[src/cclut_rom.mem]
// one 9-bit word per line: offset [8:5], left/right [4], slope [3:0]
// 16 codes per pattern id, pid 6 first, pid A last
000
037
04E
075
08C
0B3
0CA
0F1
108
13F
146
17D
184
1BB
1C2
1F9
013
02A
051
068
09F
0A6
0DD
0E4
11B
122
159
160
197
1AE
1D5
1EC
006
03D
044
07B
082
0B9
0C0
0F7
10E
135
14C
173
18A
1B1
1C8
1FF
019
020
057
06E
095
0AC
0D3
0EA
111
128
15F
166
19D
1A4
1DB
1E2
00C
033
04A
071
088
0BF
0C6
0FD
104
13B
142
179
180
1B7
1CE
1F5

[src/cclut_pkg.sv]
package cclut_pkg;

  // --------------------
  // table geometry
  // --------------------

  // comparator code bits, 16 codes per pattern
  localparam int comp_code_w = 4;

  // one region per enabled pattern id
  localparam int n_pid = 5;
  localparam int pid_first = 6;

  // pattern ids 6..A on, rest blank
  localparam logic [15:0] pat_en = 16'b0000_0111_1100_0000;

  // address is region index then code
  localparam int lut_addr_w = 7;
  localparam int region_w = lut_addr_w - comp_code_w;
  localparam int lut_depth = 80;

  // --------------------
  // table word
  // --------------------

  localparam int lut_data_w = 9;
  localparam int offs_w = 4;
  localparam int bend_w = 5;
  // bend minus the left/right bit
  localparam int slope_w = bend_w - 1;

  // offset code for no shift, see offset table: 7 -> 0 eighth-strips
  localparam logic [offs_w-1:0] offs_centre = 4'd7;

  // raw view for the memory, fields view for the channel
  typedef union packed {
    logic [lut_data_w-1:0] raw;
    struct packed {
      logic [offs_w-1:0]  offs;
      logic               lr;
      logic [slope_w-1:0] slope;
    } fields;
  } lut_word_u;

endpackage

[src/clct_pkg.sv]
package clct_pkg;

  // --------------------
  // pattern word
  // --------------------

  // pid in the low bits
  localparam int pid_w = 4;
  // hit count above the pid
  localparam int hit_w = 3;
  localparam int pat_w = pid_w + hit_w;

  // --------------------
  // positions
  // --------------------

  // key half-strip across the chamber
  localparam int key_hs_w = 8;

  // eighth-strip units, 4 per half-strip
  localparam int pos_w = 10;
  localparam int pos_max = 1023;

  // centre of a half-strip in eighth-strip units
  // default output sits at n+0.5 half-strips
  localparam int hs_centre = 2;

endpackage

[src/cclut_lut.sv]
`timescale 1ns/1ps

module cclut_lut (
  input  logic                             clock,
  input  logic                             rd_en,
  input  logic [cclut_pkg::lut_addr_w-1:0] rd_addr,
  output cclut_pkg::lut_word_u             rd_data
);

  import cclut_pkg::*;

  // --------------------
  // storage
  // --------------------

  // five regions of 16 words, pid 6 first
  logic [lut_data_w-1:0] mem [0:lut_depth-1];

  initial begin
    $readmemh("/design/src/cclut_rom.mem", mem);
  end

  // --------------------
  // region select
  // --------------------

  // upper address bits pick the pattern region
  logic [region_w-1:0] region;
  logic                region_on;

  assign region = rd_addr[lut_addr_w-1 -: region_w];

  always_comb begin
    region_on = 1'b0;
    // addresses past the last region read as blank
    if (int'(region) < n_pid) begin
      region_on = pat_en[pid_first + int'(region)];
    end
  end

  // --------------------
  // registered read
  // --------------------

  // data one cycle after rd_en, held otherwise
  always_ff @(posedge clock) begin
    if (rd_en) begin
      if (region_on) begin
        rd_data.raw <= mem[rd_addr];
      end else begin
        // disabled region gives a zero word
        rd_data.raw <= '0;
      end
    end
  end

endmodule

[src/lut_arbiter.sv]
`timescale 1ns/1ps

module lut_arbiter (
  input  logic                             clock,
  input  logic                             rst,
  input  logic                             req0,
  input  logic                             req1,
  input  logic [cclut_pkg::lut_addr_w-1:0] addr0,
  input  logic [cclut_pkg::lut_addr_w-1:0] addr1,
  input  logic                             valid0,
  input  logic                             valid1,
  output logic                             ack0,
  output logic                             ack1,
  output cclut_pkg::lut_word_u             data0,
  output cclut_pkg::lut_word_u             data1,
  output logic                             rd_en,
  output logic [cclut_pkg::lut_addr_w-1:0] rd_addr,
  input  cclut_pkg::lut_word_u             rd_data
);

  import cclut_pkg::*;

  // busy: a channel holds the grant
  // rd_done: the read is back, ack is up
  logic busy;
  logic rd_done;
  // granted channel, also the last one served
  logic gnt;
  // read was done, not skipped
  logic hit_q;

  logic req_sel;
  logic valid_sel;

  assign req_sel = gnt ? req1 : req0;
  assign valid_sel = gnt ? valid1 : valid0;

  // --------------------
  // grant FSM
  // --------------------

  always_ff @(posedge clock) begin
    if (rst) begin
      busy <= 1'b0;
      rd_done <= 1'b0;
      gnt <= 1'b0;
      hit_q <= 1'b0;
    end else if (!busy) begin
      if (req0 || req1) begin
        busy <= 1'b1;
        // both pending, take the one not served last
        if (req0 && req1) begin
          gnt <= ~gnt;
        end else begin
          gnt <= req1;
        end
      end
    end else if (!rd_done) begin
      // read cycle, table answers on this edge
      rd_done <= 1'b1;
      hit_q <= valid_sel;
    end else if (!req_sel) begin
      // channel let go, free the table
      busy <= 1'b0;
      rd_done <= 1'b0;
    end
  end

  // --------------------
  // table side
  // --------------------

  // skip the read for a blank pid
  assign rd_en = busy && !rd_done && valid_sel;
  assign rd_addr = gnt ? addr1 : addr0;

  // --------------------
  // channel side
  // --------------------

  assign ack0 = busy && rd_done && !gnt;
  assign ack1 = busy && rd_done && gnt;

  // table output is stable while the grant is held
  assign data0 = (ack0 && hit_q) ? rd_data : '0;
  assign data1 = (ack1 && hit_q) ? rd_data : '0;

endmodule

[src/clct_channel.sv]
`timescale 1ns/1ps

module clct_channel (
  input  logic                             clock,
  input  logic                             rst,
  // input handshake
  input  logic                             in_req,
  output logic                             in_ack,
  input  logic [clct_pkg::pat_w-1:0]       pat,
  input  logic [cclut_pkg::comp_code_w-1:0] code,
  input  logic [clct_pkg::key_hs_w-1:0]    key_hs,
  // table request
  output logic                             lut_req,
  output logic [cclut_pkg::lut_addr_w-1:0] lut_addr,
  output logic                             lut_valid,
  input  logic                             lut_ack,
  input  cclut_pkg::lut_word_u             lut_data,
  // output handshake
  output logic                             out_req,
  output logic [clct_pkg::pos_w-1:0]       pos,
  output logic [cclut_pkg::bend_w-1:0]     bend,
  input  logic                             out_ack
);

  import cclut_pkg::*;
  import clct_pkg::*;

  // captured item
  logic [pid_w-1:0]       pid_q;
  logic [comp_code_w-1:0] code_q;
  logic [key_hs_w-1:0]    key_q;

  // input side still open
  logic in_pend;
  // out_ack seen, waiting for it to fall
  logic out_wait;

  logic idle;
  logic accept;
  logic word_in;

  // --------------------
  // pid decode
  // --------------------

  logic                pid_ok;
  logic [region_w-1:0] region;

  // inside 6..A and switched on
  assign pid_ok = (pid_q >= pid_first) && (pid_q < pid_first + n_pid) && pat_en[pid_q];
  assign region = region_w'(pid_q - pid_w'(pid_first));

  // region index times 16 plus code
  assign lut_addr = pid_ok ? {region, code_q} : '0;
  assign lut_valid = pid_ok;

  // --------------------
  // position refinement
  // --------------------

  // two spare bits, sign and overflow
  logic signed [pos_w+1:0] pos_sum;
  logic [pos_w-1:0]        pos_next;

  // key*4 + centre + offset - 7, in eighth strips
  assign pos_sum = $signed((pos_w+2)'({key_q, 2'b00}))
                 + $signed((pos_w+2)'(hs_centre))
                 + $signed((pos_w+2)'(lut_data.fields.offs))
                 - $signed((pos_w+2)'(offs_centre));

  always_comb begin
    // clamp to the chamber edges
    if (pos_sum < 0) begin
      pos_next = '0;
    end else if (pos_sum > $signed((pos_w+2)'(pos_max))) begin
      pos_next = pos_w'(pos_max);
    end else begin
      pos_next = pos_sum[pos_w-1:0];
    end
  end

  // --------------------
  // handshakes
  // --------------------

  assign idle = !in_pend && !lut_req && !out_req && !out_wait;
  // new item only once the previous one is fully closed
  assign accept = idle && in_req;
  assign word_in = lut_req && lut_ack;

  always_ff @(posedge clock) begin
    if (rst) begin
      in_ack <= 1'b0;
      in_pend <= 1'b0;
      lut_req <= 1'b0;
      out_req <= 1'b0;
      out_wait <= 1'b0;
    end else begin
      if (accept) begin
        in_pend <= 1'b1;
        lut_req <= 1'b1;
      end
      // word back, present the result
      if (word_in) begin
        lut_req <= 1'b0;
        out_req <= 1'b1;
      end
      if (out_req && out_ack) begin
        out_req <= 1'b0;
        out_wait <= 1'b1;
      end
      if (out_wait && !out_ack) begin
        out_wait <= 1'b0;
      end
      // in_ack follows once out_req has risen
      if (in_ack && !in_req) begin
        in_ack <= 1'b0;
        in_pend <= 1'b0;
      end else if (in_pend && !in_ack && (out_req || out_wait)) begin
        in_ack <= 1'b1;
      end
    end
  end

  // payload
  always_ff @(posedge clock) begin
    if (accept) begin
      // hit count not needed here
      pid_q <= pat[pid_w-1:0];
      code_q <= code;
      key_q <= key_hs;
    end
    if (word_in) begin
      pos <= pos_next;
      // left/right bit over the slope
      bend <= {lut_data.fields.lr, lut_data.fields.slope};
    end
  end

endmodule

[src/clct_lookup_top.sv]
`timescale 1ns/1ps

module clct_lookup_top (
  input  logic                              clock,
  input  logic                              rst,
  // --------------------
  // channel 0, best
  // --------------------
  input  logic                              in_req0,
  output logic                              in_ack0,
  input  logic [clct_pkg::pat_w-1:0]        pat0,
  input  logic [cclut_pkg::comp_code_w-1:0] code0,
  input  logic [clct_pkg::key_hs_w-1:0]     key_hs0,
  output logic                              out_req0,
  input  logic                              out_ack0,
  output logic [clct_pkg::pos_w-1:0]        pos0,
  output logic [cclut_pkg::bend_w-1:0]      bend0,
  // --------------------
  // channel 1, second best
  // --------------------
  input  logic                              in_req1,
  output logic                              in_ack1,
  input  logic [clct_pkg::pat_w-1:0]        pat1,
  input  logic [cclut_pkg::comp_code_w-1:0] code1,
  input  logic [clct_pkg::key_hs_w-1:0]     key_hs1,
  output logic                              out_req1,
  input  logic                              out_ack1,
  output logic [clct_pkg::pos_w-1:0]        pos1,
  output logic [cclut_pkg::bend_w-1:0]      bend1
);

  import cclut_pkg::*;

  // channel to arbiter
  logic                  lut_req0, lut_req1;
  logic [lut_addr_w-1:0] lut_addr0, lut_addr1;
  logic                  lut_valid0, lut_valid1;
  logic                  lut_ack0, lut_ack1;
  lut_word_u             lut_data0, lut_data1;

  // arbiter to table
  logic                  rd_en;
  logic [lut_addr_w-1:0] rd_addr;
  lut_word_u             rd_data;

  clct_channel clct_channel0_i (
    .clock(clock), .rst(rst),
    .in_req(in_req0), .in_ack(in_ack0), .pat(pat0), .code(code0), .key_hs(key_hs0),
    .lut_req(lut_req0), .lut_addr(lut_addr0), .lut_valid(lut_valid0),
    .lut_ack(lut_ack0), .lut_data(lut_data0),
    .out_req(out_req0), .pos(pos0), .bend(bend0), .out_ack(out_ack0)
  );

  clct_channel clct_channel1_i (
    .clock(clock), .rst(rst),
    .in_req(in_req1), .in_ack(in_ack1), .pat(pat1), .code(code1), .key_hs(key_hs1),
    .lut_req(lut_req1), .lut_addr(lut_addr1), .lut_valid(lut_valid1),
    .lut_ack(lut_ack1), .lut_data(lut_data1),
    .out_req(out_req1), .pos(pos1), .bend(bend1), .out_ack(out_ack1)
  );

  // one table shared round robin
  lut_arbiter lut_arbiter_i (
    .clock(clock), .rst(rst),
    .req0(lut_req0), .req1(lut_req1), .addr0(lut_addr0), .addr1(lut_addr1),
    .valid0(lut_valid0), .valid1(lut_valid1), .ack0(lut_ack0), .ack1(lut_ack1),
    .data0(lut_data0), .data1(lut_data1),
    .rd_en(rd_en), .rd_addr(rd_addr), .rd_data(rd_data)
  );

  cclut_lut cclut_lut_i (
    .clock(clock), .rd_en(rd_en), .rd_addr(rd_addr), .rd_data(rd_data)
  );

endmodule

[config.mk]
export PLATFORM = sky130hd
export DESIGN_NAME = clct_lookup_top
export DESIGN_NICKNAME = d
export VERILOG_FILES = /design/src/cclut_pkg.sv /design/src/clct_pkg.sv /design/src/cclut_lut.sv /design/src/lut_arbiter.sv /design/src/clct_channel.sv /design/src/clct_lookup_top.sv
export SDC_FILE = /design/constraint.sdc
export NUM_CORES = 1
export LEC_CHECK = 0
export ABC_AREA = 1
export BUFFER_PORTS_ARGS = -buffer_cell sky130_fd_sc_hd__buf_2
export CORE_AREA = 2 2 68 70
export DETAILED_ROUTE_END_ITERATION = 8
export DIE_AREA = 0 0 70 72
export PLACE_DENSITY = 0.77
export SETUP_SLACK_MARGIN = 0.05
export SLEW_MARGIN = 20
export SYNTH_ARGS = -nofsm -noshare
export SYNTH_HDL_FRONTEND = slang
export SYNTH_SLANG_ARGS = --single-unit
export TNS_END_PERCENT = 50
[constraint.sdc]
create_clock -name clock -period 1.7 [get_ports clock]
set_input_delay 0.34 -clock clock [delete_from_list [all_inputs] [get_ports clock]]
set_output_delay 0.34 -clock clock [all_outputs]
set_load 0.03 [all_outputs]
Yosys cells after proc, flatten, opt, wreduce, memory -nomap -nowiden --
Memories as Yosys holds them, arrays and structs flattened. A register that Yosys moved wholly into a read port is not among the register bits. Index checks and enable logic that the tools add are counted.
Operators by class: add/subtract/negate cells 9, $lt $le $gt $ge 12, multiplexer cells 21, bitwise operators 3, reduce and logical (&&, ||, !) cells 61
Operators by type and width (count):
- $logic_and 1x1->1 | 32
- $lt 32x6->1 const B | 1
- $add 12x5->12 | 2
- $gt 12x11->1 const B | 2
- $lt 12x1->1 const B | 2
- $sub 12x4->12 const B | 2
- $add 10x2->11 const B | 2
- $mux 7 | 3
- $mux 10 | 2
- $mux 9 | 2
- $logic_not 1->1 | 16
- $reduce_or 2->1 | 8
- $mux 1 | 12
- $lt 4x5->1 const B | 2
- $ge 4x3->1 const B | 2
- $lt 4x4->1 const B | 2
- $mux 4 | 2
- $sub 3x3->3 const B | 2
- $add 3x3->4 const A | 1
- $reduce_and 2->1 | 2
- $logic_or 1x1->1 | 3
- $lt 3x3->1 const B | 1
- $not 1->1 | 3
Word-level totals: flip-flop bits (word level) 85, memory bits (read-only) 48, input port bits 44, logic and storage cells 134, memories kept 3
Memory list:
- (no name shown) | words 16, width 1, read ports 1, clocked after memory_dff 1, wr ports 0, RTL line clct_channel.sv:50 | assign pid_ok = (pid_q >= pid_first) && (pid_q < pid_first + n_pid) && pat_en[pid_q];
- (no name shown) | words 16, width 1, read ports 1, clocked after memory_dff 1, wr ports 0, RTL line clct_channel.sv:50
- (no name shown) | words 16, width 1, read ports 1, clocked after memory_dff 0, wr ports 0, RTL line cclut_lut.sv:37 | region_on = pat_en[pid_first + int'(region)];

Depth between registers and ports, before layout --
depth in word-level cells 10, depth in mapped cells 7

By module --
Synthesis repeated with hierarchy kept, for this count alone.
Second synthesis, totals: cells, all modules 537, area total of the unflattened synthesis 4624.4 um2
Modules (own cells, without submodules):
- clct_channel at clct_channel1_i | times used 1, cells each 223, area each 2087.0 um2, seq. area each 1051.0 um2
- clct_channel at clct_channel0_i | times used 1, cells each 223, area each 2067.0 um2, seq. area each 1051.0 um2
- lut_arbiter | times used 1, cells each 81, area each 399.1 um2, seq. area each 80.1 um2
- cclut_lut | times used 1, cells each 10, area each 71.3 um2, seq. area each 0.0 um2

Worst setup path before layout --
Ideal clock, no wire load.
path kind register -> register, start point register clct_channel0_i.key_q[1], end point register clct_channel0_i.pos[3] in the netlist's numbering (data pin), setup time 0.249 ns, data arrival time 1.091 ns, required time 1.451 ns, setup slack 0.360 ns, stages on the path, launching flop included 8, path buffers 0, cell sequence edfxtp_1 > inv_1 > ha_1 > nand2_2 > nor2_4 > inv_2 > nand2_1 > inv_1
On the way: cells in the longest elaborated chain, start to end 5, elaborated cells between the ends (all ways) 6, classes of those cells 3 x add/sub; 2 x order compare; 1 x mux
RTL lines:
- start: declaration | RTL line clct_channel.sv:31 | logic [key_hs_w-1:0] key_q;
- start signal: assignment | RTL line clct_channel.sv:131 | key_q <= key_hs;
- $add 10x2->11 * | RTL line clct_channel.sv:67 | + $signed((pos_w+2)'(hs_centre))
- $add 12x5->12 * | RTL line clct_channel.sv:68 | + $signed((pos_w+2)'(lut_data.fields.offs))
- $sub 12x4->12 * | RTL line clct_channel.sv:69 | - $signed((pos_w+2)'(offs_centre));
- $gt 12x11->1 | RTL line clct_channel.sv:75 | end else if (pos_sum > $signed((pos_w+2)'(pos_max))) begin
- $mux 10 | RTL line clct_channel.sv:75
- end signal: assignment | RTL line clct_channel.sv:134 | pos <= pos_next;
- end: declaration | RTL line clct_channel.sv:20 | output logic [clct_pkg::pos_w-1:0] pos,
Mark *: on every way between the ends. The rest lies on a longest branch, timed or not. A chain may end at the register's enable or synchronous reset.

Worst setup path after layout --
start point register clct_channel1_i.key_q[1], end point register clct_channel1_i.pos[2] in the netlist's numbering (data pin)
On the way: cells in the longest elaborated chain, start to end 5, elaborated cells between the ends (all ways) 6, classes of those cells 3 x add/sub; 2 x order compare; 1 x mux
RTL lines (RTL line):
- start: declaration | clct_channel.sv:31
- start signal: assignment | clct_channel.sv:131
- $add 10x2->11 * | clct_channel.sv:67
- $add 12x5->12 * | clct_channel.sv:68
- $sub 12x4->12 * | clct_channel.sv:69
- $gt 12x11->1 | clct_channel.sv:75
- $mux 10 | clct_channel.sv:75
- end signal: assignment | clct_channel.sv:134
- end: declaration | clct_channel.sv:20
Marked as above.

==> impl_metrics.tcl <==
set metrics [dict create \
    final_common_cell "buf_2" \
    worst_setup_path_end_kind "register" \
    fin_setup_tns_ns 0 \
    final_cell_mix "45 x buf_2, 34 x edfxtp_1, 29 x nand2_1" \
    antenna_found_initial 0 \
    gp_congestion 0.8057 \
    nets 288 \
    rows 24 \
    clk_pin_slew_ns 0.09 \
    clock_skew_ns 0.01071 \
    ys_warn_count 0 \
    clock_path_buffers 2 \
    synth_cell_types 20 \
    leakagePower_uw 0.001009 \
    required_ns 1.75 \
    syn_avg_cell_area_sq_um 10.40 \
    crit_fanout 6 \
    clock_sinks 47 \
    grt_max_degree 15 \
    cap_violations 0 \
    cts_root_buf "clkbuf_8" \
    synth_cells 191 \
    whs_ns 0.2189 \
    ctsHoldBuffers 0 \
    numCtsBuffers 5 \
    synthesis.area_sq_um 1986 \
    area_delta_synth_final_pct 17.64 \
    drc 0 \
    period_needed_ns 1.462 \
    status "finished, final reports clean" \
    slew_violations 0 \
    dieHeight_um 72 \
    die_x_um 70 \
    seq_area_frac_synth_pct 64.52 \
    dp_hpwl_um 2310 \
    dieArea_sq_um 5040 \
    crit_type "reg -> reg" \
    grt_pass1_wl_um 4961 \
    ys_ff_latch 47 \
    hold_viol 0 \
    clk-insertion-delay-late_ns 0.29 \
    n_fill_cell 393 \
    layout-drive-gt1-share_pct 24.28 \
    finalSetupViolCount 0 \
    io_pins 78 \
    core-area_sq_um 4264 \
    finalCritPeriodShare_pct 85.99 \
    grtUsageTotal_pct 12.58 \
    cp.arrival_ns 1.52 \
    holdCritPathClass "in -> reg" \
    initial_core_util_pct 46.57 \
    max_freq_mhz 684.1 \
    first_iter_violations 102 \
    postRouteAntennaNets 0 \
    crit_path_start_kind "register" \
    vias 1360 \
    viasPerCell 4.610 \
    rsz0062_at_grt "no" \
    htree_levels 2 \
    reg2reg_slack_ns 0.24 \
    fin_util_pct 54.78 \
    port_buffers 45 \
    drt_wl_total_um 3017 \
    antenna_cells 0 \
    cts_tree "built" \
    p_per_area_nw_per_um2 973.0 \
    wl_per_cell_um 10.23 \
    grt.overflow.total 0 \
    dr.pass1.iters 4 \
    grt_pass1_vias 1206 \
    ir_drop_uv 488.5 \
]
-- cell families after synthesis --
family | Yosys count | share of synthesized area (%)
and+or+nand+nor | 70 | 15.44
DFF | 47 | 64.52
buffers and inverters | 38 | 9.452
AOI/OAI and AO/OA | 30 | 7.814
xor gates and xnor gates | 3 | 1.323
adders and majority gates | 2 | 1.260
other | 1 | 0.1889
-- power breakdown --
group | switching [uW] | internal [uW]
registers | 35.0 | 1300
clock network | 336 | 381
logic | 150 | 75.9
-- synthesized netlist by cell type (all sizes together) --
library cell  count  area [sq um]
nand4             4         25.02
o21ai            12         60.06
ha                2         25.02
buf              12         90.09
inv              26         97.60
o21a              2         15.01
nand3b            1         7.510
conb              1         3.750
xor2              1         8.760
nand3             8         40.04
edfxtp           34          1021
dfxtp            13         260.3
nand2            30         115.1
a21oi            16         80.08
nor2             27         118.9
xnor2             2         17.52
-- path summary, 6_finish.rpt --
check / from / to / cells after the start
setup / recovery: clct_channel1_i.key_q[1] / clct_channel1_i.pos[2] / 7
hold / removal: key_hs1[5] / clct_channel1_i.key_q[5] / 1
setup reg to reg: clct_channel1_i.key_q[1] / clct_channel1_i.pos[2] / 7
hold reg to reg: clct_channel1_i.in_ack / clct_channel1_i.in_ack / 2
-- worst max-delay path, cell delays in order (launching register included) --
cell      delay [ns]
edfxtp_1        0.40
inv_1           0.14
ha_1            0.23
nand2_1         0.15
nor2_4          0.17
inv_2           0.05
nand2_1         0.06
nand2_1         0.04
-- routing by layer --
metal | vias to the layer above | part of all wire, % | GRT usage, %
li1 | 714 | - | -
met1 | 592 | 44 | 14.77
met2 | 49 | 48 | 21.06
met3 | 5 | 6.5 | 3.194
met4 | 0 | 2.0 | 7.479
met5 | - | 0 | 0
-- through the flow --
step / setup slack [ns] / std cells / cell area, sq um / total power [uW]
after floorplan: 0.3598 / 200 / 2019 / 1534
after global placement: 0.2562 / 287 / 2235 / 1573
after detailed placement: 0.2337 / 287 / 2235 / 1581
after CTS: 0.2082 / 295 / 2336 / 2303
after global routing: 0.06772 / 295 / 2336 / 2367
final: 0.2382 / 295 / 2336 / 2273
-- layout make-up --
cell class                      instances  area, sq um  area share [%]
Inverter                               26        97.59           4.178
Sequential cell                        47         1281           54.85
Multi-Input combinational cell        115        550.5           23.57
Tap cell                               52        65.06           2.785
Timing Repair Buffer                   47        240.2           10.28
Clock buffer                            8        101.3           4.339
-- registers in the layout, indices dropped and copies added, names as in the netlist, 8 cells and up --
name,count
clct_channel1_i.pos,9
clct_channel0_i.key_q,8
clct_channel0_i.pos,9
clct_channel1_i.key_q,8
-- what timing repair did --
item	CTS	global route
buffers inserted	0	0
setup endpoints to repair	0	1
resized for setup	0	0
No activity file was read; power rests on OpenSTA's default activity.
